$ cat src/logic/nts_extractor_config.svh
// Build-time constants for the NTS packet extractor
// Data and address widths, buffer count, register map,
// core name and version words
`ifndef NTS_EXTRACTOR_CONFIG_SVH
`define NTS_EXTRACTOR_CONFIG_SVH

// Data path
`define NTS_WORD_W 64
// Word address inside one packet buffer
`define NTS_WORD_ADDR_W 8
// Buffer select, four buffers
`define NTS_BUF_SEL_W 2

// Register bus
`define NTS_API_ADDR_W 12
`define NTS_API_BASE 'h400

// Register offsets from the base
`define NTS_REG_NAME0 0
`define NTS_REG_NAME1 1
`define NTS_REG_VERSION 2
`define NTS_REG_BYTES 10
`define NTS_REG_PACKETS 12

// ASCII "NTS-EXTR" and "0.01"
`define NTS_CORE_NAME 64'h4e54_532d_4558_5452
`define NTS_CORE_VERSION 32'h302e_3031

`endif

$ cat src/logic/nts_extractor_pkg.sv
// Shared types for the NTS packet extractor
// Data word, buffer RAM address, buffer state,
// buffer descriptor and RAM write bundle
`include "nts_extractor_config.svh"

package nts_extractor_pkg;

  // One engine or MAC data word
  typedef logic [`NTS_WORD_W-1:0] nts_word_t;

  // Buffer RAM address, buffer index above word address
  typedef logic [`NTS_BUF_SEL_W+`NTS_WORD_ADDR_W-1:0] nts_ram_addr_t;

  // Life cycle of one packet buffer
  typedef enum logic [1:0] {
    BUF_UNUSED  = 2'd0,
    BUF_WRITING = 2'd1,
    BUF_LOADED  = 2'd2
  } nts_buf_state_e;

  // Descriptor of the oldest loaded buffer
  // buf_idx follows the read pointer, also while valid is low
  typedef struct packed {
    logic                       valid;
    logic [`NTS_BUF_SEL_W-1:0]   buf_idx;
    logic [`NTS_WORD_ADDR_W-1:0] last_addr;
    // Bytes in the last word, 1 to 8
    logic [3:0]                 bytes_last;
  } nts_desc_t;

  // One write into the buffer RAM
  typedef struct packed {
    logic          en;
    nts_ram_addr_t addr;
    nts_word_t     data;
  } nts_ram_wr_t;

endpackage

$ cat src/logic/nts_engine_reader.sv
// Engine side of the NTS extractor
// Copies packets from the engine FIFO into free buffers in ring order
// and offers loaded buffers to the MAC side as descriptors
`timescale 1ns/1ps
`include "nts_extractor_config.svh"

module nts_engine_reader (
  input  logic                         i_clk,
  input  logic                         i_areset,
  input  logic                         i_engine_packet_available,
  output logic                         o_engine_packet_read,
  input  logic                         i_engine_fifo_empty,
  output logic                         o_engine_fifo_rd_en,
  input  nts_extractor_pkg::nts_word_t   i_engine_fifo_rd_data,
  input  logic [3:0]                   i_engine_bytes_last_word,
  output nts_extractor_pkg::nts_ram_wr_t o_ram_wr,
  output nts_extractor_pkg::nts_desc_t   o_desc,
  input  logic                         i_desc_done
);
  import nts_extractor_pkg::*;

  localparam int NBUF = 1 << `NTS_BUF_SEL_W;

  // Per-buffer bookkeeping
  nts_buf_state_e              buf_state [NBUF];
  logic [`NTS_WORD_ADDR_W-1:0] buf_addr  [NBUF];
  logic [`NTS_WORD_ADDR_W-1:0] buf_last  [NBUF];
  logic [3:0]                  buf_lwdv  [NBUF];

  // Ring pointers, fill side and drain side
  logic [`NTS_BUF_SEL_W-1:0] wr_ptr;
  logic [`NTS_BUF_SEL_W-1:0] rd_ptr;

  logic capture;
  logic pop;
  logic finish;

  // --------------------------------------------------------------------------
  // Engine handshake
  // --------------------------------------------------------------------------
  always_comb begin
    // New packet on a free buffer, no pop yet
    capture = (buf_state[wr_ptr] == BUF_UNUSED) && i_engine_packet_available;
    // Head word of a FWFT FIFO is taken in the same cycle
    pop = (buf_state[wr_ptr] == BUF_WRITING) && !i_engine_fifo_empty;
    // FIFO ran dry, packet complete
    finish = (buf_state[wr_ptr] == BUF_WRITING) && i_engine_fifo_empty;
  end

  assign o_engine_fifo_rd_en  = pop;
  assign o_engine_packet_read = finish;

  // Buffer states and pointers
  always_ff @(posedge i_clk or posedge i_areset) begin
    if (i_areset) begin
      for (int b = 0; b < NBUF; b++) begin
        buf_state[b] <= BUF_UNUSED;
      end
      wr_ptr <= '0;
      rd_ptr <= '0;
    end else begin
      if (capture) begin
        buf_state[wr_ptr] <= BUF_WRITING;
      end
      if (finish) begin
        buf_state[wr_ptr] <= BUF_LOADED;
        wr_ptr <= wr_ptr + 1'b1;
      end
      // MAC is done with the oldest buffer, hand it back
      if (i_desc_done) begin
        buf_state[rd_ptr] <= BUF_UNUSED;
        rd_ptr <= rd_ptr + 1'b1;
      end
    end
  end

  // Word address, byte count and last address of the buffer being filled
  always_ff @(posedge i_clk) begin
    if (capture) begin
      buf_addr[wr_ptr] <= '0;
      buf_lwdv[wr_ptr] <= i_engine_bytes_last_word;
    end
    if (pop) begin
      buf_addr[wr_ptr] <= buf_addr[wr_ptr] + 1'b1;
    end
    if (finish) begin
      buf_last[wr_ptr] <= buf_addr[wr_ptr] - 1'b1;
    end
  end

  // RAM write, one register stage after the pop
  always_ff @(posedge i_clk or posedge i_areset) begin
    if (i_areset) begin
      o_ram_wr <= '0;
    end else begin
      o_ram_wr.en   <= pop;
      o_ram_wr.addr <= {wr_ptr, buf_addr[wr_ptr]};
      o_ram_wr.data <= i_engine_fifo_rd_data;
    end
  end

  // --------------------------------------------------------------------------
  // Descriptor of the oldest buffer
  // --------------------------------------------------------------------------
  always_comb begin
    o_desc.valid      = (buf_state[rd_ptr] == BUF_LOADED);
    o_desc.buf_idx    = rd_ptr;
    o_desc.last_addr  = buf_last[rd_ptr];
    o_desc.bytes_last = buf_lwdv[rd_ptr];
  end

  // Delayed write of the final word still lands inside the writing window
  assert property (@(posedge i_clk) disable iff (i_areset)
    o_ram_wr.en |-> buf_state[wr_ptr] == BUF_WRITING)
    else $error("RAM write outside a writing buffer");

endmodule

$ cat config.mk
export PLATFORM = sky130hd
export DESIGN_NAME = nts_engine_reader
export DESIGN_NICKNAME = d
export VERILOG_FILES = /design/src/logic/nts_extractor_pkg.sv /design/src/logic/nts_engine_reader.sv
export VERILOG_INCLUDE_DIRS = /design/src /design/src/logic
export SDC_FILE = /design/constraint.sdc
export NUM_CORES = 1
export LEC_CHECK = 0
export BUFFER_PORTS_ARGS = -buffer_cell sky130_fd_sc_hd__buf_2
export CAP_MARGIN = 40
export CORE_UTILIZATION = 44
export CTS_BUF_LIST = sky130_fd_sc_hd__clkbuf_8
export CTS_CLUSTER_SIZE = 10
export DETAILED_ROUTE_END_ITERATION = 10
export PLACE_DENSITY = 0.78
export SETUP_SLACK_MARGIN = 0.1
export SLEW_MARGIN = 10
export SYNTH_ARGS = -nofsm -noshare
export SYNTH_HDL_FRONTEND = slang
export SYNTH_SLANG_ARGS = --single-unit
$ cat constraint.sdc
create_clock -name i_clk -period 4.45 [get_ports i_clk]
set_clock_uncertainty 0.2 [all_clocks]
set_input_delay 0.2225 -clock i_clk [delete_from_list [all_inputs] [get_ports i_clk]]
set_output_delay 0.2225 -clock i_clk [all_outputs]
set_load 0.05 [all_outputs]
-- Yosys cells after proc, flatten, opt, wreduce, memory -nomap -nowiden
Memory sizes are Yosys's and may differ from the RTL's.
Index checks and enable logic that the tools add are counted.
- output and inout bits: 92
- memory bits (writable): 80
- memories kept: 3
- input port bits: 73
- flip-flop bits (word level): 87
- memory list (memory ; words ; bits a word ; read ports ; clocked after Yosys merged registers in ; wr ports ; RTL line ; source):
    buf_addr ; 4 ; 8 ; 1 ; 0 ; 1 ; nts_engine_reader.sv:26 ; logic [`NTS_WORD_ADDR_W-1:0] buf_addr [NBUF];
    buf_last ; 4 ; 8 ; 1 ; 0 ; 1 ; nts_engine_reader.sv:27 ; logic [`NTS_WORD_ADDR_W-1:0] buf_last [NBUF];
    buf_lwdv ; 4 ; 4 ; 1 ; 0 ; 1 ; nts_engine_reader.sv:28 ; logic [3:0] buf_lwdv [NBUF];
- $lt $le $gt $ge: 4
- equality and inequality tests: 2
- reductions and logical operators: 7
- muxes and demuxes: 20
- bitwise gates (word level): 11
- add/subtract/negate cells: 4
- operators with widths (kind ; count):
    $mux W8 ; 4
    $mux W2 ; 6
    $add A8 B1 Y8 const B ; 1
    $and A4 B4 Y4 ; 2
    $and A8 B8 Y8 ; 1
    $bmux W2 S2 ; 2
    $demux W2 S2 ; 2
    $not A4 Y4 ; 2
    $not A8 Y8 ; 1
    $or A4 B4 Y4 ; 2
    $sub A8 B1 Y8 const B ; 1
    $ge A3 B3 Y1 const B ; 2
    $lt A3 B1 Y1 const B ; 2
    $mux W1 ; 6
    $not A2 Y3 ; 2
    $logic_and A1 B1 Y1 ; 5
    $add A2 B1 Y2 const B ; 2
    $eq A2 B1 Y1 const B ; 1
    $eq A2 B2 Y1 const B ; 1
    $logic_not A2 Y1 ; 1
    $logic_not A1 Y1 ; 1
    $or A1 B1 Y1 ; 1

-- Logic depth before layout (Yosys ltp)
- depth in word-level cells: 12
- depth in mapped cells: 7
- mapped depth without buffers: 5

-- Worst setup path before layout
No wires, ideal clock.
- kind: register to output
- from: reg rd_ptr[0]
- to: out o_desc[14] (netlist name)
- required time: 4.028 ns
- stages on the path, launching flop included: 5
- path slack: 1.499 ns
- arrival time: 2.528 ns
- buffers on the path: 2
- cell sequence: dfrtp_1 > clkbuf_1 > clkbuf_1 > a31oi_1 > a21oi_1
- RTL lines (what ; RTL line ; source):
    from (decl) ; nts_engine_reader.sv:32 ; logic [`NTS_BUF_SEL_W-1:0] rd_ptr;
    from (signal assigned) ; nts_engine_reader.sv:72 ; rd_ptr <= rd_ptr + 1'b1;
    to (decl) ; nts_engine_reader.sv:17 ; output nts_extractor_pkg::nts_desc_t o_desc,

-- Worst setup path after layout
- from: reg wr_ptr[0]
- to: out o_engine_fifo_rd_en
- word-level cells in the longest chain between the ends: 6
- RTL lines (what ; RTL line ; source):
    from (decl) ; nts_engine_reader.sv:31 ; logic [`NTS_BUF_SEL_W-1:0] wr_ptr;
    from (signal assigned) ; nts_engine_reader.sv:67 ; wr_ptr <= wr_ptr + 1'b1;
    $not A2 Y3 (not written as such) ; nts_engine_reader.sv:45 ; pop = (buf_state[wr_ptr] == BUF_WRITING) && !i_engine_fifo_empty;
    $bmux W2 S2 ; nts_engine_reader.sv:45 ;
    $mux W2 (not written as such) (2 in a row) ; nts_engine_reader.sv:45 ;
    $eq A2 B1 Y1 ; nts_engine_reader.sv:45 ;
    $logic_and A1 B1 Y1 ; nts_engine_reader.sv:45 ;
    to (decl) ; nts_engine_reader.sv:13 ; output logic o_engine_fifo_rd_en,
Every way passes these cells. The select of a mux whose other input is x is not followed.

==> results.toml <==
[power]
total_power_mw = 5.28
peakVddDrop_uv = 413
p_per_area_mw_per_mm2 = 662
p_leak_nw = 3.46

[min_path]
hold-path-cell-count = 4
hold_class = "in2reg"

[sta]
fmax_mhz = 306
fin_crit_sh_pct = 73.3
tightest_slew_ns = 0.715
holdWs_ns = 0.0441
setup_viol = 0
rsz0062_at_grt = "no"
fin_setup_tns_ns = 0
hold_viol_final = 0
fin_ws_ns = 1.19
relSlewSlack_pct = 52.3
fin_crit_ns = 3.26
slew_viol_final = 0

[global_route]
grt_pass1_vias = 3883
antenna_found_initial = 1
gr-total-overflow = 0
grt_pass1_wl_um = 20300
grt_usage_pct = 21.1
grt_max_degree = 36

[worst_setup_path]
arrival_ns = 2.84
worst-setup-path-type = "reg2out"
worst_ep_required_time_ns = 4.03
critPathCaptureType = "output pin"
start_kind = "register"
reg2reg_depth = 4
worstPathMaxFanout = 14

[clock_tree]
cts_made_buffers = 17
cts-root-buf = "clkbuf_8"
clkSinkCount = 167
cts_tree = "done"
clockBufferDepth = 2
path_clk_slew_ns = 0.07
clk_latency_ns = 0.45
h-tree-depth = 4

[floorplan]
die_h_um = 117
ios = 165
rows = 41
core_area_mm2 = 0.0128
die-area_mm2 = 0.0138
die_x_um = 117
start_util_pct = 45.8

[layout]
design_area_mm2 = 0.00798
stdcell_count = 742
area_growth_pct = 36.4
fillers = 890
final_nets = 639
final_util_pct = 62.4
drive_gt1_share_pct = 37.3

[logic_synthesis]
avgSynthCellArea_um2 = 18.9
synth_seq_cells = 167
ys_types = 31
synth_edf_count = 80
synth.cell_area_mm2 = 0.00585
synth_cells = 310
yosysWarnings = 0
seq_area_frac_synth_pct = 78.3
synth-main-ff-cell = "dfrtp_1"
async_reset_ff_share_pct = 52.1
synth_nets = 393

[drt]
antenna_left = 0
vias = 3635
via_per_inst = 4.90
drt_iter0_drc = 182
first_pass_iters = 5
route.detailed.drc = 0
drt-total-wl_um = 13400
wl_per_cell_um = 18.1

[job]
drv_cap = 0

[place]
dp.cells = 639
gp_congestion = 0.801
pre_cts_slack_ns = 1.34
placed_area_mm2 = 0.00688
port_buffers = 164
dp_hpwl_um = 8920

[run_status]
outcome = "completed"
==> area by class of cell <==
class,count,area (um2),share of cell area [%]
sequential,167,4580,57.4
timing repair buffer,238,1570,19.7
multi-input combinational,117,1150,14.5
clock buffer,17,234,2.93
tap,172,215,2.70
clock inverter,15,163,2.04
inverter,15,57.6,0.722
antenna,1,2.50,0.0314
==> repair_timing <==
| action | in CTS | in global routing |
|---|---|---|
| hold buffers | 70 | 0 |
| buffers inserted | 0 | 0 |
| gates resized for setup | 0 | 0 |
| endpoints found under the hold margin | 120 | 0 |
| endpoints found under the setup margin | 0 | 0 |
==> routing by layer <==
metal / vias up / share of wire [%] / GRT usage (%)
li1: 1623 / - / -
met1: 1878 / 40 / 25.2
met2: 111 / 53 / 36.0
met3: 23 / 5.1 / 6.02
met4: 0 / 1.9 / 9.20
met5: - / 0 / 0
==> state kept, by name (all words and copies together) (netlist names) <==
signal	count
o_ram_wr	75
buf_last	32
rd_ptr	2
wr_ptr	2
buf_lwdv	16
buf_state	8
buf_addr	32
==> cells by family after synthesis <==
logic type | synth area share (%)
muxes | 9.16
and+or+nand+nor | 4.67
AOI/OAI and AO/OA | 2.12
xor gates and xnor gates | 1.65
DFF | 78.3
adders and majority gates | 2.14
buffers and inverters | 1.95
==> critical path, stage by stage (launching register included) <==
cell and delay, ns:
dfrtp_1 0.76, mux4_2 0.63, or3b_1 0.52, inv_1 0.20
buf_2 0.29
==> Yosys cell counts (all sizes together), types with 6 or more instances <==
| cell | n | area, um2 |
|---|---|---|
| dfrtp | 87 | 2180 |
| nor2 | 7 | 26.3 |
| clkbuf | 8 | 30.0 |
| inv | 15 | 56.3 |
| mux4 | 22 | 526 |
| o21ai | 7 | 35.0 |
| and2 | 9 | 56.3 |
| edfxtp | 80 | 2400 |
| ha | 10 | 125 |
| xnor2 | 7 | 61.3 |
| nand2 | 19 | 71.3 |
| nand3 | 6 | 30.0 |
==> path summary, 6_finish.rpt <==
check	endpoint	slack [ns]	from
worst min-delay path	wr_ptr[0]$_DFFE_PP0N_	0.04	i_engine_fifo_empty
worst min register to register	buf_state[0]$_DFF_PP0_	0.37	buf_state[0]$_DFF_PP0_
max in group asynchronous	o_ram_wr[74]$_DFF_PP0_	3.12	i_areset
worst max register to register	buf_last[1][7]$_DFFE_PP_	1.37	wr_ptr[0]$_DFFE_PP0N_
worst max-delay path	o_engine_fifo_rd_en	1.19	wr_ptr[0]$_DFFE_PP0N_
min in group asynchronous	o_ram_wr[8]$_DFF_PP0_	0.20	i_areset
==> layout by cell type, fill, tap and decap left out, types with 2 or more instances in the layout <==
master         instances
edfxtp_1              80
o211a_1                3
buf_2                164
dfrtp_1               87
nor2_1                 7
xnor2_1                7
mux4_2                14
dlygate4sd3_1         70
nand2_1               19
inv_1                 17
ha_1                  10
a21oi_1                4
buf_4                  2
clkinv_4               3
or3_1                  4
clkinv_2               5
mux4_1                 8
o21ai_0                7
xor2_1                 4
and2_1                 9
nand3_1                6
clkbuf_8              17
nor3b_1                4
bufinv_16              3
==> where the power goes <==
part | leakage (nW) | switching, mW | total (mW) | internal [mW]
Sequential | 1.77 | 0.191 | 2.26 | 2.07
Combinational | 1.48 | 1.34 | 1.95 | 0.607
Clock | 0.218 | 0.524 | 1.07 | 0.548
(Power assumes the default switching activity.)
