--- src/logic/nts_extractor_config.svh ---
// Build-time constants for the NTS packet extractor
// Data and address widths, buffer count, register map,
// core name and version words
`ifndef NTS_EXTRACTOR_CONFIG_SVH
`define NTS_EXTRACTOR_CONFIG_SVH

// Data path
`define NTS_WORD_W 64
// Word address inside one packet buffer
`define NTS_WORD_ADDR_W 8
// Buffer select, four buffers
`define NTS_BUF_SEL_W 2

// Register bus
`define NTS_API_ADDR_W 12
`define NTS_API_BASE 'h400

// Register offsets from the base
`define NTS_REG_NAME0 0
`define NTS_REG_NAME1 1
`define NTS_REG_VERSION 2
`define NTS_REG_BYTES 10
`define NTS_REG_PACKETS 12

// ASCII "NTS-EXTR" and "0.01"
`define NTS_CORE_NAME 64'h4e54_532d_4558_5452
`define NTS_CORE_VERSION 32'h302e_3031

`endif

--- src/logic/nts_extractor_pkg.sv ---
// Shared types for the NTS packet extractor
// Data word, buffer RAM address, buffer state,
// buffer descriptor and RAM write bundle
`include "nts_extractor_config.svh"

package nts_extractor_pkg;

  // One engine or MAC data word
  typedef logic [`NTS_WORD_W-1:0] nts_word_t;

  // Buffer RAM address, buffer index above word address
  typedef logic [`NTS_BUF_SEL_W+`NTS_WORD_ADDR_W-1:0] nts_ram_addr_t;

  // Life cycle of one packet buffer
  typedef enum logic [1:0] {
    BUF_UNUSED  = 2'd0,
    BUF_WRITING = 2'd1,
    BUF_LOADED  = 2'd2
  } nts_buf_state_e;

  // Descriptor of the oldest loaded buffer
  // buf_idx follows the read pointer, also while valid is low
  typedef struct packed {
    logic                       valid;
    logic [`NTS_BUF_SEL_W-1:0]   buf_idx;
    logic [`NTS_WORD_ADDR_W-1:0] last_addr;
    // Bytes in the last word, 1 to 8
    logic [3:0]                 bytes_last;
  } nts_desc_t;

  // One write into the buffer RAM
  typedef struct packed {
    logic          en;
    nts_ram_addr_t addr;
    nts_word_t     data;
  } nts_ram_wr_t;

endpackage

--- src/logic/nts_mac_tx.sv ---
// MAC transmit side of the NTS extractor
// Streams the oldest loaded buffer with start, ack wait and a silent cycle
// Prefetches from the buffer RAM so words leave back to back
`timescale 1ns/1ps
`include "nts_extractor_config.svh"

module nts_mac_tx (
  input  logic                           i_clk,
  input  logic                           i_areset,
  input  nts_extractor_pkg::nts_desc_t     i_desc,
  output logic                           o_desc_done,
  output nts_extractor_pkg::nts_ram_addr_t o_ram_rd_addr,
  input  nts_extractor_pkg::nts_word_t     i_ram_rd_data,
  output logic                           o_mac_tx_start,
  input  logic                           i_mac_tx_ack,
  output logic [7:0]                     o_mac_tx_data_valid,
  output nts_extractor_pkg::nts_word_t     o_mac_tx_data
);
  import nts_extractor_pkg::*;

  localparam int AW = `NTS_WORD_ADDR_W;

  typedef enum logic [1:0] {
    TX_IDLE,
    TX_AWAIT_ACK,
    TX_WRITE,
    TX_SILENT
  } tx_state_e;

  tx_state_e state;

  // Index of the word now on the MAC outputs
  logic [AW-1:0] out_idx;
  logic [AW-1:0] next_idx;
  logic [7:0]    next_mask;
  logic [AW-1:0] rd_word;
  logic [`NTS_BUF_SEL_W-1:0] rd_buf;

  // Byte k of the MAC word is byte 7-k of the stored word
  function automatic nts_word_t byte_reverse(input nts_word_t word, input logic [7:0] mask);
    nts_word_t res;
    for (int k = 0; k < 8; k++) begin
      res[8*k +: 8] = mask[k] ? word[8*(7-k) +: 8] : 8'h00;
    end
    return res;
  endfunction

  // Low n bits set for n valid bytes
  function automatic logic [7:0] expand_mask(input logic [3:0] count);
    logic [7:0] mask;
    for (int k = 0; k < 8; k++) begin
      mask[k] = (k < count);
    end
    return mask;
  endfunction

  // --------------------------------------------------------------------------
  // Read address, always one word ahead of what the RAM outputs
  // --------------------------------------------------------------------------
  always_comb begin
    next_idx  = out_idx + 1'b1;
    next_mask = (next_idx == i_desc.last_addr) ? expand_mask(i_desc.bytes_last) : 8'hff;
    rd_buf    = i_desc.buf_idx;
    rd_word   = '0;
    case (state)
      // Word 0 sits on the RAM output, fetch word 1 on start
      TX_IDLE:      rd_word = i_desc.valid ? AW'(1) : AW'(0);
      TX_AWAIT_ACK: rd_word = i_mac_tx_ack ? AW'(2) : AW'(1);
      TX_WRITE:     rd_word = out_idx + AW'(2);
      // Word 0 of the next buffer in ring order
      TX_SILENT:    rd_buf = i_desc.buf_idx + 1'b1;
      default:      rd_word = '0;
    endcase
  end

  assign o_ram_rd_addr = {rd_buf, rd_word};
  assign o_desc_done   = (state == TX_SILENT);

  // --------------------------------------------------------------------------
  // Transmit FSM
  // --------------------------------------------------------------------------
  always_ff @(posedge i_clk or posedge i_areset) begin
    if (i_areset) begin
      state               <= TX_IDLE;
      out_idx             <= '0;
      o_mac_tx_start      <= 1'b0;
      o_mac_tx_data_valid <= '0;
      o_mac_tx_data       <= '0;
    end else begin
      o_mac_tx_start <= 1'b0;
      case (state)
        TX_IDLE: begin
          o_mac_tx_data_valid <= '0;
          o_mac_tx_data       <= '0;
          if (i_desc.valid) begin
            o_mac_tx_start      <= 1'b1;
            o_mac_tx_data_valid <= 8'hff;
            o_mac_tx_data       <= byte_reverse(i_ram_rd_data, 8'hff);
            out_idx             <= '0;
            state               <= TX_AWAIT_ACK;
          end
        end
        // Word 0 holds until the MAC accepts
        TX_AWAIT_ACK: begin
          if (i_mac_tx_ack) begin
            out_idx             <= next_idx;
            o_mac_tx_data_valid <= next_mask;
            o_mac_tx_data       <= byte_reverse(i_ram_rd_data, next_mask);
            state               <= TX_WRITE;
          end
        end
        TX_WRITE: begin
          if (out_idx == i_desc.last_addr) begin
            // End of packet, one idle word for the MAC
            o_mac_tx_data_valid <= '0;
            o_mac_tx_data       <= '0;
            state               <= TX_SILENT;
          end else begin
            out_idx             <= next_idx;
            o_mac_tx_data_valid <= next_mask;
            o_mac_tx_data       <= byte_reverse(i_ram_rd_data, next_mask);
          end
        end
        TX_SILENT: state <= TX_IDLE;
        default:   state <= TX_IDLE;
      endcase
    end
  end

  // Nothing leaks onto the MAC between packets
  assert property (@(posedge i_clk) disable iff (i_areset)
    state == TX_IDLE |-> o_mac_tx_data_valid == 8'h00)
    else $error("MAC data valid set while idle");

endmodule

--- config.mk ---
export PLATFORM = sky130hd
export DESIGN_NAME = nts_mac_tx
export DESIGN_NICKNAME = d
export VERILOG_FILES = /design/src/logic/nts_extractor_pkg.sv /design/src/logic/nts_mac_tx.sv
export VERILOG_INCLUDE_DIRS = /design/src /design/src/logic
export SDC_FILE = /design/constraint.sdc
export NUM_CORES = 1
export LEC_CHECK = 0
export BUFFER_PORTS_ARGS = -buffer_cell sky130_fd_sc_hd__buf_4
export CAP_MARGIN = 30
export CORE_UTILIZATION = 43
export DETAILED_ROUTE_END_ITERATION = 7
export GPL_TIMING_DRIVEN = 0
export PLACE_DENSITY = 0.76
export SYNTH_ARGS = -nofsm -noshare
export SYNTH_HDL_FRONTEND = slang
export SYNTH_SLANG_ARGS = --single-unit
--- constraint.sdc ---
create_clock -name i_clk -period 2.3 [get_ports i_clk]
set_input_delay 0.115 -clock i_clk [delete_from_list [all_inputs] [get_ports i_clk]]
set_output_delay 0.115 -clock i_clk [all_outputs]
set_load 0.03 [all_outputs]
* Word-level counts from Yosys, hierarchy flattened *
Cells that the tools add are included.
W data, S select, Z words.

operators by class
  add/sub/neg operators = 3
  order comparisons = 8
  eq/ne operators = 9
  multiplexer cells = 31
  reductions and logical operators = 5

operators by type and width
  operator               count
  $mux W64               3
  $pmux W64 S3           1
  $mux W8                15
  $pmux W8 S3            3
  $eq A8 B8 Y1           2
  $lt A3 B4 Y1 const A   4
  $mux W2                5
  $add A8 B1 Y8 const B  1
  $add A8 B2 Y8 const B  1
  $lt A1 B4 Y1 const A   2
  $lt A2 B4 Y1 const A   2
  $ne A2 B2 Y1 const B   4
  $pmux W2 S4            1
  $eq A2 B2 Y1 const B   2
  $reduce_and A4 Y1      1
  $mux W1                3
  $reduce_and A3 Y1      1
  $reduce_bool A3 Y1     1
  $add A2 B1 Y2 const B  1
  $eq A2 B1 Y1 const B   1
  $logic_not A2 Y1       1
  $reduce_and A2 Y1      1

storage, ports and cells
  flip-flop bits (word level) = 83
  input port bits = 82
  output and inout bits = 84
  word-level logic and storage cells = 61

* Logic depth before layout (Yosys ltp) *
  depth after elaboration = 6
  mapped depth = 10

* Least setup slack after synthesis *
No wires, ideal clock.

  kind = reg-to-reg
  start = reg out_idx[1]
  end = reg o_mac_tx_data_valid[3]
  library setup time = 134 ps
  arrival = 2249 ps
  data required time = 2166 ps
  slack = -83 ps
  stages on the path, launching flop included = 9
  buffers on the path = 1
  period minus slack after synthesis = 2383 ps
  cells stage by stage = dfrtp_1 ha_1 clkbuf_2 nand4_1 o211ai_1 or3_4 or3_4 o31ai_4 nor2_1

between the ends
  cells in the longest elaborated chain, start to end = 5
  elaborated cells between the ends (all ways) = 7

RTL lines
  item                        RTL line                              source
  from (decl)                 nts_mac_tx.sv:33                      logic [AW-1:0] out_idx;
  from (signal assigned)      nts_mac_tx.sv:106                     out_idx <= next_idx;
  from (signal assigned)      nts_mac_tx.sv:119                     out_idx <= next_idx;
  $add A8 B1 Y8               nts_mac_tx.sv:61                      next_idx = out_idx + 1'b1;
  $eq A8 B8 Y1                nts_mac_tx.sv:62                      next_mask = (next_idx == i_desc.last_addr) ? expand_mask(i_desc.bytes_last) : 8'hff;
  $mux W8                     nts_mac_tx.sv:62
  $mux W8 (on tied branches)  nts_mac_tx.sv:113, nts_mac_tx.sv:105
  $pmux W8 S3 (*)             nts_mac_tx.sv:91                      case (state)
  to (signal assigned)        nts_mac_tx.sv:107                     o_mac_tx_data_valid <= next_mask;
  to (signal assigned)        nts_mac_tx.sv:120                     o_mac_tx_data_valid <= next_mask;
  to (decl)                   nts_mac_tx.sv:16                      output logic [7:0] o_mac_tx_data_valid,

Every way passes the cells marked *; elsewhere a longest branch is shown, timed or not. The select of a mux whose other input is x is not followed.
A chain may end at the register's enable or synchronous reset.

* Worst setup path after layout *
  start = reg out_idx[1]
  end = reg o_mac_tx_data[28]

between the ends
  cells in the longest elaborated chain, start to end = 6
  elaborated cells between the ends (all ways) = 8

RTL lines
  item                         RTL line                              source
  $add A8 B1 Y8                nts_mac_tx.sv:61
  $eq A8 B8 Y1                 nts_mac_tx.sv:62
  $mux W8                      nts_mac_tx.sv:62
  $mux W8                      nts_mac_tx.sv:43                      res[8*k +: 8] = mask[k] ? word[8*(7-k) +: 8] : 8'h00;
  $mux W64 (on tied branches)  nts_mac_tx.sv:113, nts_mac_tx.sv:105
  $pmux W64 S3 (*)             nts_mac_tx.sv:91
  to (signal assigned)         nts_mac_tx.sv:98                      o_mac_tx_data <= byte_reverse(i_ram_rd_data, 8'hff);
  to (signal assigned)         nts_mac_tx.sv:108                     o_mac_tx_data <= byte_reverse(i_ram_rd_data, next_mask);
  to (signal assigned)         nts_mac_tx.sv:121                     o_mac_tx_data <= byte_reverse(i_ram_rd_data, next_mask);
  to (decl)                    nts_mac_tx.sv:17                      output nts_extractor_pkg::nts_word_t o_mac_tx_data

Marks and branches as above.

==> impl_metrics.json <==
{
  "outcome": "complete, but fails checks",
  "violations": "setup timing",
  "cts-root-buf": "clkbuf_8",
  "grtUsageTotal": 0.2622,
  "dr.pass1.iters": 4,
  "tightestPinTransition_ns": 0.6425,
  "timing.fmax_ghz": 0.4140,
  "power.internal_mw": 4.972,
  "cp-start-kind": "flip-flop",
  "dp_hpwl_um": 7683,
  "placementRows": 34,
  "synth_top_area_share": 0.5395,
  "arrival_ns": 2.66,
  "antenna_found_initial": 0,
  "p_sw_mw": 4.528,
  "finalMaxSlewViolations": 0,
  "post-place-ws_ns": -0.4755,
  "grt-ovfl-total": 0,
  "diodes": 0,
  "final_util": 0.7601,
  "synth_adder_area_share": 0.02275,
  "htreeDepth": 3,
  "async_flop_share": 1.000,
  "final_cell_area_um2": 6596,
  "synth-edff-count": 0,
  "clk_path_buf_depth": 2,
  "grt_first_pass_wirelength_um": 19610,
  "postSynthAreaPerCell_um2": 11.03,
  "grt_max_degree": 33,
  "crit_fanout": 8,
  "p_leak_nw": 3.179,
  "final_antenna_net_count": 0,
  "relSlewSlack": 0.5707,
  "fill_cells": 571,
  "yosysMostFrequentCell": "dfrtp_1",
  "syn_to_final_growth_pct": 71.34,
  "final.setup.worst_slack_ns": -0.1156,
  "clkSinkCount": 83,
  "setup_viol": 62,
  "vdd.ir_drop.worst_mv": 0.6494,
  "period_needed_ns": 2.416,
  "synth.distinct_cells": 47,
  "cts_tree": "yes",
  "hold_path_class": "input port to flip-flop",
  "synth-main-ff-cell": "dfrtp_1",
  "register_area_um2": 2079,
  "synth_area_um2": 3850,
  "dpl_cell_area_um2": 5305,
  "synth-simple-area-share": 0.1300,
  "muxShareOfSynthArea": 0,
  "multi_input_area_um2": 1968,
  "synth_fp_nets": 438,
  "syn_inst": 349,
  "synth_seq_cells": 83,
  "combPwrFrac": 0.635,
  "critPathRequiredTime_ns": 2.54,
  "die-area_um2": 9335,
  "drt_iter0_markers": 189,
  "drive_gt1_frac": 0.4501,
  "synth_common_cells": "dfrtp_1, nand2_1, a22o_1, a21oi_1, nor2_1",
  "switching_share": 0.4766,
  "synth-xor-area-share": 0.04940,
  "synth_top_family_by_area": "compound AO/OA/AOI/OAI gates",
  "wl_per_cell_um": 17.91,
  "power.density_nw_per_um2": 1440,
  "grt_pass1_vias": 3858,
  "vias": 3870,
  "synth_warnings": 0,
  "drt-vias-per-instance": 5.382,
  "dieWidth_um": 96.62,
  "hold_viol": 0,
  "clock_skew_ns": 0.01383,
  "start_util": 0.4436,
  "synth_area_leaders": "dfrtp_1, a22o_1, nand2_1",
  "drt_wl_total_um": 12880,
  "finalCritPeriodShare": 1.050,
  "drcViolationCount": 0,
  "cts_made_buffers": 9,
  "nets": 695,
  "port-buffer-count": 165,
  "grt_setup_unrepaired": "true",
  "yosys.area.top_type": "dfrtp_1",
  "fin_setup_tns_ns": -2.721,
  "path_class": "flip-flop to flip-flop",
  "p_clk_frac": 0.114,
  "max_cap_viol_count": 0,
  "seq_area_frac_synth": 0.5395,
  "clkTransAtPathRegs_ns": 0.09,
  "synth-compound-area-share": 0.2233,
  "worstSetupEndpointType": "flip-flop",
  "seqPwrFrac": 0.250,
  "io_pins": 166,
  "clk-insertion-delay-late_ns": 0.35,
  "fp.coreArea_um2": 8678,
  "fp.dieH_um": 96.62,
  "gp_congestion": 0.9600
}
==> repair_timing <==
| item | 4_1_cts | 5_1_grt |
|---|---|---|
| cloned | 0 | 6 |
| pin swaps | 6 | 13 |
| endpoints found under the hold margin | 86 | 0 |
| hold buffers | 61 | 0 |
| buffers inserted | 9 | 8 |
| endpoints found under the setup margin | 79 | 79 |
| resized for setup | 25 | 53 |
==> power groups by stage <==
stage / clock, mW / sequential, mW / combinational, mW
after floorplan: 0 / 3.27 / 2.34
after global placement: 0 / 2.36 / 4.78
after detailed placement: 0 / 2.38 / 4.88
after CTS: 1.11 / 2.35 / 5.30
after global routing: 1.17 / 2.44 / 6.42
final: 1.09 / 2.38 / 6.04
==> kinds of logic after synthesis <==
logic type	Yosys count
AOI/OAI and AO/OA	112
and+or+nand+nor	100
DFF	83
buffers and inverters	27
xor gates and xnor gates	20
adders and majority gates	7
==> worst paths after layout <==
path | startpoint | to | slack [ns] | cells past startpoint
min reg2reg | o_mac_tx_data_valid[6] | o_mac_tx_data_valid[6] | 0.48 | 1
min | i_ram_rd_data[0] | o_mac_tx_data[56] | 0.03 | 3
max | out_idx[1] | o_mac_tx_data[28] | -0.12 | 8
max in group asynchronous | i_areset | o_mac_tx_data_valid[5] | 1.11 | 5
min in group asynchronous | i_areset | o_mac_tx_data[44] | 0.41 | 3
max reg2reg | out_idx[1] | o_mac_tx_data[28] | -0.12 | 8
==> layout by cell type, fill, tap and decap left out, types with 3 or more instances in the layout <==
| cell type | count |
|---|---|
| a21oi_1 | 12 |
| xor2_1 | 11 |
| nor4_2 | 3 |
| nand3_1 | 5 |
| buf_6 | 7 |
| a21oi_4 | 4 |
| dlygate4sd3_1 | 61 |
| buf_4 | 180 |
| nor2_1 | 17 |
| a22o_1 | 48 |
| clkbuf_1 | 3 |
| a31oi_1 | 3 |
| clkbuf_8 | 10 |
| nand2_1 | 48 |
| inv_1 | 3 |
| clkinvlp_4 | 3 |
| xnor2_1 | 3 |
| dfrtp_1 | 81 |
| o21ai_0 | 9 |
| xor2_2 | 5 |
| a21o_1 | 5 |
| buf_12 | 3 |
| clkbuf_2 | 6 |
| ha_1 | 3 |
| a21oi_2 | 10 |
| ha_4 | 3 |
| o21ai_4 | 5 |
| o31ai_1 | 3 |
| and2_1 | 3 |
| nand2b_1 | 3 |
| o211ai_1 | 3 |
==> sequential cells by signal (all words and copies together) (netlist names) <==
signal / count
o_mac_tx_data: 64
o_mac_tx_data_valid: 8
state: 2
o_mac_tx_start: 1
out_idx: 8
==> per-stage QoR <==
step	total power [mW]	instances	hold slack (ns)
2_1_floorplan	5.608	349	0.2458
6_report	9.500	719	0.02833
5_1_grt	10.03	719	0.02204
3_3_place_gp	7.134	622	0.3308
4_1_cts	8.759	708	0.0006666
3_5_place_dp	7.259	624	0.2257
==> metal layers <==
metal | share of wire | up-vias | wire length [µm] | global-route usage
met3 | 0.052 | 21 | 665 | 0.04335
met1 | 0.42 | 1923 | 5361 | 0.3316
met4 | 0.021 | 0 | 271 | 0.1102
met2 | 0.51 | 154 | 6581 | 0.4453
li1 | - | 1772 | - | -
met5 | 0 | - | 0 | 0
==> worst max-delay path, cell delays in order, from the launching register on <==
cell and delay (ns):
dfrtp_2 0.47, ha_4 0.17, buf_6 0.13, xor2_1 0.16
or3_4 0.42, or3_4 0.42, o31ai_4 0.29, clkbuf_16 0.20
a21oi_1 0.04
==> cell type report <==
cell class | instances | area share
Clock buffer | 10 | 0.01935
Clock inverter | 6 | 0.01119
Tap cell | 108 | 0.02049
Inverter | 5 | 0.003414
Buffer | 17 | 0.01878
Multi-Input combinational cell | 244 | 0.2984
Sequential cell | 83 | 0.3152
Timing Repair Buffer | 246 | 0.3132
Power figures use the tool's default switching activity.
