`src/logic/nts_extractor_config.svh`:
```
// Build-time constants for the NTS packet extractor
// Data and address widths, buffer count, register map,
// core name and version words
`ifndef NTS_EXTRACTOR_CONFIG_SVH
`define NTS_EXTRACTOR_CONFIG_SVH

// Data path
`define NTS_WORD_W 64
// Word address inside one packet buffer
`define NTS_WORD_ADDR_W 8
// Buffer select, four buffers
`define NTS_BUF_SEL_W 2

// Register bus
`define NTS_API_ADDR_W 12
`define NTS_API_BASE 'h400

// Register offsets from the base
`define NTS_REG_NAME0 0
`define NTS_REG_NAME1 1
`define NTS_REG_VERSION 2
`define NTS_REG_BYTES 10
`define NTS_REG_PACKETS 12

// ASCII "NTS-EXTR" and "0.01"
`define NTS_CORE_NAME 64'h4e54_532d_4558_5452
`define NTS_CORE_VERSION 32'h302e_3031

`endif

```
`src/logic/nts_api_regs.sv`:
```
// Register bank of the NTS extractor
// Core name and version, 64-bit byte and packet counters
// Upper word read snapshots the lower word for the next read
`timescale 1ns/1ps
`include "nts_extractor_config.svh"

module nts_api_regs (
  input  logic                       i_clk,
  input  logic                       i_areset,
  input  logic                       i_api_cs,
  input  logic                       i_api_we,
  input  logic [`NTS_API_ADDR_W-1:0] i_api_address,
  output logic [31:0]                o_api_read_data,
  input  logic                       i_mac_tx_start,
  input  logic [7:0]                 i_mac_tx_data_valid
);
  localparam int AW = `NTS_API_ADDR_W;

  // Absolute register addresses
  localparam logic [AW-1:0] ADDR_NAME0   = AW'(`NTS_API_BASE + `NTS_REG_NAME0);
  localparam logic [AW-1:0] ADDR_NAME1   = AW'(`NTS_API_BASE + `NTS_REG_NAME1);
  localparam logic [AW-1:0] ADDR_VERSION = AW'(`NTS_API_BASE + `NTS_REG_VERSION);
  localparam logic [AW-1:0] ADDR_BYTES   = AW'(`NTS_API_BASE + `NTS_REG_BYTES);
  localparam logic [AW-1:0] ADDR_PACKETS = AW'(`NTS_API_BASE + `NTS_REG_PACKETS);

  localparam logic [63:0] CORE_NAME    = `NTS_CORE_NAME;
  localparam logic [31:0] CORE_VERSION = `NTS_CORE_VERSION;

  logic [63:0] bytes_cnt;
  logic [63:0] packets_cnt;
  logic [31:0] bytes_lo_snap;
  logic [31:0] packets_lo_snap;
  logic        snap_bytes;
  logic        snap_packets;

  // --------------------------------------------------------------------------
  // Combinational read decode
  // --------------------------------------------------------------------------
  always_comb begin
    o_api_read_data = '0;
    snap_bytes      = 1'b0;
    snap_packets    = 1'b0;
    // Writes and unmapped addresses read as zero
    if (i_api_cs && !i_api_we) begin
      case (i_api_address)
        ADDR_NAME0:   o_api_read_data = CORE_NAME[63:32];
        ADDR_NAME1:   o_api_read_data = CORE_NAME[31:0];
        ADDR_VERSION: o_api_read_data = CORE_VERSION;
        ADDR_BYTES: begin
          o_api_read_data = bytes_cnt[63:32];
          snap_bytes      = 1'b1;
        end
        ADDR_BYTES + AW'(1): o_api_read_data = bytes_lo_snap;
        ADDR_PACKETS: begin
          o_api_read_data = packets_cnt[63:32];
          snap_packets    = 1'b1;
        end
        ADDR_PACKETS + AW'(1): o_api_read_data = packets_lo_snap;
        default: o_api_read_data = '0;
      endcase
    end
  end

  // Statistics from the MAC stream, mask popcount per cycle
  always_ff @(posedge i_clk or posedge i_areset) begin
    if (i_areset) begin
      bytes_cnt       <= '0;
      packets_cnt     <= '0;
      bytes_lo_snap   <= '0;
      packets_lo_snap <= '0;
    end else begin
      bytes_cnt <= bytes_cnt + 64'($countones(i_mac_tx_data_valid));
      if (i_mac_tx_start) begin
        packets_cnt <= packets_cnt + 1'b1;
      end
      if (snap_bytes) begin
        bytes_lo_snap <= bytes_cnt[31:0];
      end
      if (snap_packets) begin
        packets_lo_snap <= packets_cnt[31:0];
      end
    end
  end

endmodule

```
`config.mk`:
```
export PLATFORM = sky130hd
export DESIGN_NAME = nts_api_regs
export DESIGN_NICKNAME = d
export VERILOG_FILES = /design/src/logic/nts_api_regs.sv
export VERILOG_INCLUDE_DIRS = /design/src /design/src/logic
export SDC_FILE = /design/constraint.sdc
export NUM_CORES = 1
export LEC_CHECK = 0
export ABC_AREA = 1
export ABC_CLOCK_PERIOD_IN_PS = 15900
export BUFFER_PORTS_ARGS = -buffer_cell sky130_fd_sc_hd__buf_2
export CELL_PAD_IN_SITES_DETAIL_PLACEMENT = 1
export CELL_PAD_IN_SITES_GLOBAL_PLACEMENT = 2
export CORE_MARGIN = 3
export CORE_UTILIZATION = 39
export DETAILED_ROUTE_END_ITERATION = 12
export PLACE_DENSITY_LB_ADDON = 0.1
export SYNTH_ARGS = -nofsm -noshare
export SYNTH_HDL_FRONTEND = slang
export SYNTH_SLANG_ARGS = --single-unit
```
`constraint.sdc`:
```
create_clock -name i_clk -period 15.9 [get_ports i_clk]
set_clock_uncertainty 0.05 [all_clocks]
set_input_delay 3.18 -clock i_clk [delete_from_list [all_inputs] [get_ports i_clk]]
set_output_delay 3.18 -clock i_clk [all_outputs]
set_load 0.02 [all_outputs]
```
---- Word level (Yosys, flattened, before mapping) ----
Cells that the tools add are included.
word-level totals
  input bits .............................. 25
  output and inout bits ................... 32
  word-level logic and storage cells ...... 28
  bits in registers ....................... 192
operators by class
  reduce and logical (&&, ||, !) cells .... 2
  equal/unequal tests ..................... 7
  add/sub/neg operators ................... 9
  mux-type cells .......................... 6
operators with widths
  cell                                             count
  case mux 32 bit (7 select lines)                 1
  == test 12 x 11 -> 1 bit, second input constant  7
  adder 64 x 1 -> 64 bit, second input constant    1
  adder 64 x 4 -> 64 bit                           1
  2-to-1 mux 32 bit                                1
  adder 1 x 1 -> 2 bit                             4
  adder 2 x 2 -> 3 bit                             2
  adder 3 x 3 -> 4 bit                             1
  2-to-1 mux 1 bit                                 4
  logical AND 1 bit                                1
  zero test 1 bit                                  1

---- Logic depth before layout (Yosys ltp) ----
Gate-level depths: netlist of run 1.
  word-level depth ........................ 4
  gate-level depth with buffers ........... 15
  depth with buffers taken out ............ 15

---- Least setup slack after synthesis of run 1 ----
No wires, ideal clock.
  path type ............................... in2out
  start ................................... input port i_api_address[5]
  end ..................................... output port o_api_read_data[10]
  cell stages on the path ................. 8
  data required time ...................... 12.670 ns
  data arrival time ....................... 4.321 ns
  path buffers ............................ 1
  path slack .............................. 8.349 ns
  cell sequence ........................... nor2_4 -> nand3_1 -> inv_1 -> o211ai_1 -> nand3_1 -> nand2_2 -> buf_6 -> nor2_1
on the way
  longest elaborated chain between the ends .. 3
  elaborated cells on any way between the ends .. 9
  classes of those cells .................. eq/ne (7); mux (2)
RTL lines
  item                                line                source
  from (decl)                         nts_api_regs.sv:12  input logic [`NTS_API_ADDR_W-1:0] i_api_address,
  == test 12 x 11 -> 1 bit            nts_api_regs.sv:45  case (i_api_address)
  case mux 32 bit (7 select lines) *  nts_api_regs.sv:45
  2-to-1 mux 32 bit *                 nts_api_regs.sv:44  if (i_api_cs && !i_api_we) begin
  to (decl)                           nts_api_regs.sv:13  output logic [31:0] o_api_read_data,
Every way passes the cells marked *; elsewhere a longest branch is shown, timed or not.

---- Worst setup path after layout of run 1 ----
  start ................................... input port i_api_address[11]
  end ..................................... output port o_api_read_data[22]
Same word-level chain as after synthesis.

==> results.json, run 1 <==
{
  "clkTransAtPathRegs_ns": 0.08,
  "yosysSeqAreaShare_pct": 41.0,
  "irDropWorstVdd_uv": 80.5,
  "finalSetupViolations": 0,
  "grt_start_max_net_pins": 125,
  "via_per_inst": 5.33,
  "cts_tree": "built",
  "synthCells": 1642,
  "grt_first_pass_wirelength_um": 68400,
  "arrival_ns": 6.07,
  "gp_congestion": 0.918,
  "start_util_pct": 40.2,
  "period_minus_slack_ns": 9.30,
  "cts_hold_buf": 0,
  "clkLatencyLatePin_ns": 0.46,
  "leakage_nw": 6.19,
  "status": "finished clean",
  "worstSetupEndpoint": "o_api_read_data[22]",
  "end_kind": "output port",
  "hp-class": "flip-flop to flip-flop",
  "r2r_start": "bytes_cnt[0]",
  "drtIter0Drc": 903,
  "drive_gt1_share_pct": 10.0,
  "slew_headroom_pct": 31.0,
  "antenna_found_initial": 0,
  "cap_violations": 0,
  "critPathLaunchType": "primary input",
  "reg2reg_to": "bytes_cnt[62]",
  "hpwlAfterDp_um": 35400,
  "syn_to_final_growth_pct": 9.90,
  "io_buffer_count": 56,
  "syn_nets": 1679,
  "fmax_mhz": 108,
  "firstDrtPassIters": 5,
  "dieArea_um2": 32200,
  "critPathMaxFanout": 32,
  "worstMarginPinSlew_ns": 1.04,
  "overflow": 0,
  "core_um2": 29200,
  "dp_cells": 2054,
  "finalNetCount": 1726,
  "ys_ff_latch": 192,
  "reg2regPathDepth": 13,
  "cts_root_buf": "clkbuf_16",
  "fin_tns_setup_ns": 0,
  "grt_pass1_vias": 11216,
  "grt_setup_unrepaired": "false",
  "h-tree-depth": 4,
  "die_w_um": 179,
  "final_util_pct": 44.2,
  "grtUsageTotal_pct": 28.8,
  "critPathLaunch": "i_api_address[11]",
  "cts_setup_buffers": 0,
  "finalHoldViolations": 0,
  "vias": 11128,
  "required_ns": 12.67,
  "power_density_nw_per_um2": 95.4,
  "syn_area_per_cell_um2": 7.14,
  "synth.distinct_cells": 34,
  "clock_sinks": 192,
  "drc": 0,
  "crit_type": "primary input to output port",
  "cts_resized": 0,
  "synth_area_um2": 11700,
  "antenna-diode-count": 0,
  "wl_per_cell_um": 21.5,
  "fin_cells": 2086,
  "pin_count": 57,
  "min_period_over_period_pct": 58.5,
  "rows": 62,
  "num-fill-cells": 3820,
  "ctsLongestPathBuffers": 2,
  "finalMaxSlewViolations": 0,
  "yosysWarnings": 0,
  "ant_nets": 0,
  "fp.dieH_um": 179,
  "cts-buffers-inserted": 17,
  "finalWirelength_um": 44800,
  "reg2reg_slack_ns": 12.39
}
-- Yosys cell counts (all sizes together) --
cell | instances | area share (%)
nand2 | 488 | 16
nor2 | 292 | 11
dfrtp | 192 | 41
nand3 | 192 | 8.5
inv | 183 | 5.9
o21ai | 84 | 4.0
xor2 | 76 | 5.7
buf | 33 | 2.0
nand4 | 31 | 1.7
nor3 | 25 | 1.3
nand3b | 12 | 0.77
ha | 7 | 0.75
xnor2 | 7 | 0.52
and2 | 5 | 0.27
fa | 5 | 0.85
a21oi | 2 | 0.085
clkbuf | 2 | 0.064
nor4 | 2 | 0.11
o211ai | 2 | 0.13
nor2b | 1 | 0.053
nor3b | 1 | 0.064
-- sequential cells by signal, indices dropped and copies added, names as in the netlist --
signal	count
packets_cnt	64
bytes_lo_snap	32
bytes_cnt	64
packets_lo_snap	32
-- cell families (layout without fill, tap and decap cells) --
logic type	Yosys count	count (layout)	synth area share, %
flip-flops	192	192	41.0
buffers and inverters	218	278	7.88
AND/OR/NAND/NOR	1049	1049	39.1
XOR/XNOR	83	83	6.20
AO/OA/AOI/OAI	88	88	4.22
adder cells (fa/ha/maj)	12	12	1.60
-- worst max-delay path, stage by stage --
cell	delay, ns
buf_2	0.10
inv_1	0.05
nand2_1	0.04
nor2_1	0.77
nand2_1	0.21
nor2_2	0.14
buf_4	0.33
nor2_1	0.07
nand3_1	0.09
nand2_2	0.57
nor2_1	0.30
buf_2	0.20
-- metrics by stage --
stage | setup slack (ns) | power, mW | area [um^2] | hold slack [ns]
global placement | 6.79 | 0.779 | 12300 | 0.427
floorplan | 7.44 | 0.714 | 11700 | 0.405
CTS | 6.62 | 1.23 | 12900 | 0.449
finish | 6.60 | 1.23 | 12900 | 0.448
global route | 6.30 | 1.29 | 12900 | 0.472
detailed placement | 6.62 | 0.789 | 12300 | 0.432
-- worst min path at each step --
stage	endpoint	cells after the start	startpoint
6_report	packets_lo_snap[10]	2	packets_lo_snap[10]
5_1_grt	packets_lo_snap[10]	2	packets_lo_snap[10]
4_1_cts	bytes_lo_snap[16]	2	bytes_lo_snap[16]
3_5_place_dp	bytes_lo_snap[16]	2	bytes_lo_snap[16]
3_3_place_gp	bytes_lo_snap[22]	2	bytes_lo_snap[22]
2_1_floorplan	packets_lo_snap[12]	2	packets_lo_snap[12]
-- cells in the final DEF (no fill, tap or decap), types with 2 or more instances in the layout --
cell type and n:
dfrtp_1 192, nor2_1 249, inv_1 178, nand3_4 2, clkbuf_16 17, a21oi_1 2
nand2_1 481, clkinvlp_4 3, nand3_2 2, fa_1 5, o21ai_2 13, clkbuf_8 2
xnor2_1 7, buf_4 7, nor2_4 8, o21ai_1 53, o21ai_0 18, o211ai_1 2
nor3_4 2, nand4_1 31, nand3b_1 12, xor2_1 76, ha_1 7, nor4_1 2
buf_2 56, nand2_2 7, nor3_2 2, nor2_2 35, inv_2 4, nand3_1 188
and2_1 4, clkinv_2 2, inv_6 6, nor3_1 21
-- power by group --
part           internal (mW)  switching (mW)  total (mW)
Sequential             0.521          0.0358       0.556
Combinational         0.0668           0.157       0.224
Clock                  0.228           0.221       0.449
-- routing by layer --
layer | routed length, um | global-route usage [%] | up-vias | part of all wire [%]
li1 | - | - | 5265 | -
met1 | 22200 | 43.7 | 5549 | 49
met2 | 19900 | 44.5 | 286 | 44
met3 | 2190 | 3.52 | 28 | 4.9
met4 | 555 | 5.06 | 0 | 1.2
met5 | 0 | 0 | - | 0
-- final cells by class --
cell class / count / area, um^2 / area share (%)
inverter: 183 / 694 / 5.39
tap: 384 / 480 / 3.73
timing repair buffer: 63 / 333 / 2.58
multi-input combinational: 1232 / 6000 / 46.5
clock buffer: 19 / 453 / 3.51
clock inverter: 13 / 124 / 0.961
sequential: 192 / 4800 / 37.3
Power figures use the tool's default switching activity.
==> run 2: changes to the inputs <==
- ABC_CLOCK_PERIOD_IN_PS: 15900 -> 9000
- CORE_UTILIZATION: 39 -> 36
- clock period: 15.9 -> 9 ns (I/O delays scaled with it)
==> results.json, run 2 (same netlist as run 1, synthesis figures left out) <==
{
  "critPathLaunchType": "primary input",
  "die_w_um": 186,
  "ant_nets": 0,
  "required_ns": 7.15,
  "rows": 65,
  "drive_gt1_share_pct": 9.94,
  "slowest_delay_ns": 0.65,
  "syn_to_final_growth_pct": 10.7,
  "fmax_mhz": 160,
  "finalWirelength_um": 44100,
  "cts_tree": "built",
  "firstDrtPassIters": 5,
  "reg_top3": "bytes_cnt (64), packets_cnt (64)",
  "crit_buf_inv": 2,
  "overflow": 0,
  "final_util_pct": 40.8,
  "wl_per_cell_um": 20.7,
  "period_minus_slack_ns": 6.26,
  "leakage_nw": 6.20,
  "cts_root_buf": "clkbuf_16",
  "finalHoldViolations": 0,
  "placed_cell_area_um2": 12400,
  "fin_tns_setup_ns": 0,
  "dp_cells": 2104,
  "finish.instance_area_um2": 13000,
  "power_density_nw_per_um2": 169,
  "layout_common_cells": "nand2_1 (481), nor2_1 (249), dfrtp_1 (192), nand3_1 (188), inv_1 (178)",
  "pin_count": 57,
  "status": "finished clean",
  "critPathMaxFanout": 32,
  "finalNetCount": 1725,
  "irDropWorstVdd_uv": 145,
  "crit_type": "primary input to output port",
  "clkTransAtPathRegs_ns": 0.07,
  "fp.dieH_um": 186,
  "power_mw": 2.20,
  "vias": 10771,
  "gp_congestion": 0.893,
  "grt_start_max_net_pins": 130,
  "cts_setup_buffers": 0,
  "drc": 0,
  "cts_resized": 0,
  "h-tree-depth": 4,
  "grt_setup_unrepaired": "false",
  "finalMaxSlewViolations": 0,
  "grt_first_pass_wirelength_um": 68500,
  "start_util_pct": 36.9,
  "drtIter0Drc": 518,
  "antenna_found_initial": 0,
  "critPathLaunch": "i_api_address[8]",
  "cp_cell_sequence": "buf_2 -> nor2_1 -> nand2_1 -> nor2_2 -> nand2_1 -> nand3_1 -> nand2_2 -> nor2_1 -> buf_2",
  "min_period_over_period_pct": 69.6,
  "final_common_cell": "nand2_1",
  "clock_sinks": 192,
  "via_per_inst": 5.04,
  "dieArea_um2": 34800,
  "end_kind": "output port",
  "arrival_ns": 4.41,
  "grtUsageTotal_pct": 25.9,
  "num-fill-cells": 4059,
  "clkLatencyLatePin_ns": 0.47,
  "antenna-diode-count": 0,
  "cts_hold_buf": 0,
  "path_delay_family": "simple AND/OR/NAND/NOR gates",
  "core_um2": 31800,
  "cts-buffers-inserted": 17,
  "finalSetupViolations": 0,
  "ctsLongestPathBuffers": 2,
  "hp-class": "flip-flop to flip-flop",
  "hold_start": "bytes_lo_snap[26]",
  "slew_headroom_pct": 33.8,
  "io_buffer_count": 56,
  "cp_slowest_cell": "nor2_2",
  "grt_pass1_vias": 11522,
  "cap_violations": 0,
  "worstMarginPinSlew_ns": 0.994,
  "r2r_start": "bytes_cnt[0]",
  "fin_cells": 2136,
  "hpwlAfterDp_um": 35700
}
run 2: cell types whose count changed in the layout (fill, tap and decap cells not counted):
cell,delta
inv_6,-4
clkbuf_8,+2
clkinv_2,-2
buf_4,-1
bufinv_16,+1
clkbuf_1,+1
clkinv_4,+1
clkinvlp_4,+1
run 2: per-stage QoR:
step / hold slack (ns) / worst slack [ns]
after CTS: 0.445 / 2.75
final: 0.440 / 2.74
after floorplan: 0.405 / 1.92
after global routing: 0.462 / 2.45
after detailed placement: 0.425 / 2.75
after global placement: 0.417 / 2.82
run 2: final timing paths:
path	to	slack, ns	cells after the start
min in group asynchronous	packets_cnt[47]	1.41	2
setup reg to reg	bytes_cnt[62]	5.50	13
setup / recovery	o_api_read_data[19]	2.74	9
hold / removal	bytes_lo_snap[26]	0.44	2
hold reg to reg	bytes_lo_snap[26]	0.44	2
max in group asynchronous	bytes_cnt[56]	6.05	3
run 2: power by group:
| part | internal [mW] | total (mW) | switching (mW) |
|---|---|---|---|
| Combinational | 0.118 | 0.396 | 0.278 |
| Clock | 0.442 | 0.813 | 0.371 |
| Sequential | 0.920 | 0.988 | 0.0678 |
run 2: layout make-up:
| cell class | count | area (um^2) | share of cell area, % |
|---|---|---|---|
| clock buffers | 22 | 484 | 3.73 |
| clock inverters | 10 | 125 | 0.964 |
| inverters | 183 | 694 | 5.35 |
| multi-input cells | 1232 | 6000 | 46.2 |
| flip-flops and latches | 192 | 4800 | 37.0 |
| well taps | 435 | 544 | 4.19 |
| repair buffers | 62 | 325 | 2.51 |
run 2: worst register-to-register path, delay by kind of cell, from the launching register on:
kind / cells / cell delay (ns)
fa+ha+maj: 4 / 1.56
buf+inv: 2 / 0.22
flops: 1 / 0.36
simple gates: 6 / 1.06
compound gates: 1 / 0.15
run 2: per-layer routing:
metal | GRT usage, % | part of all wire (%) | vias to the layer above
li1 | - | - | 5267
met1 | 31.3 | 43 | 5300
met2 | 46.2 | 51 | 131
met3 | 3.48 | 2.1 | 73
met4 | 11.3 | 4.3 | 0
met5 | 0 | 0 | -
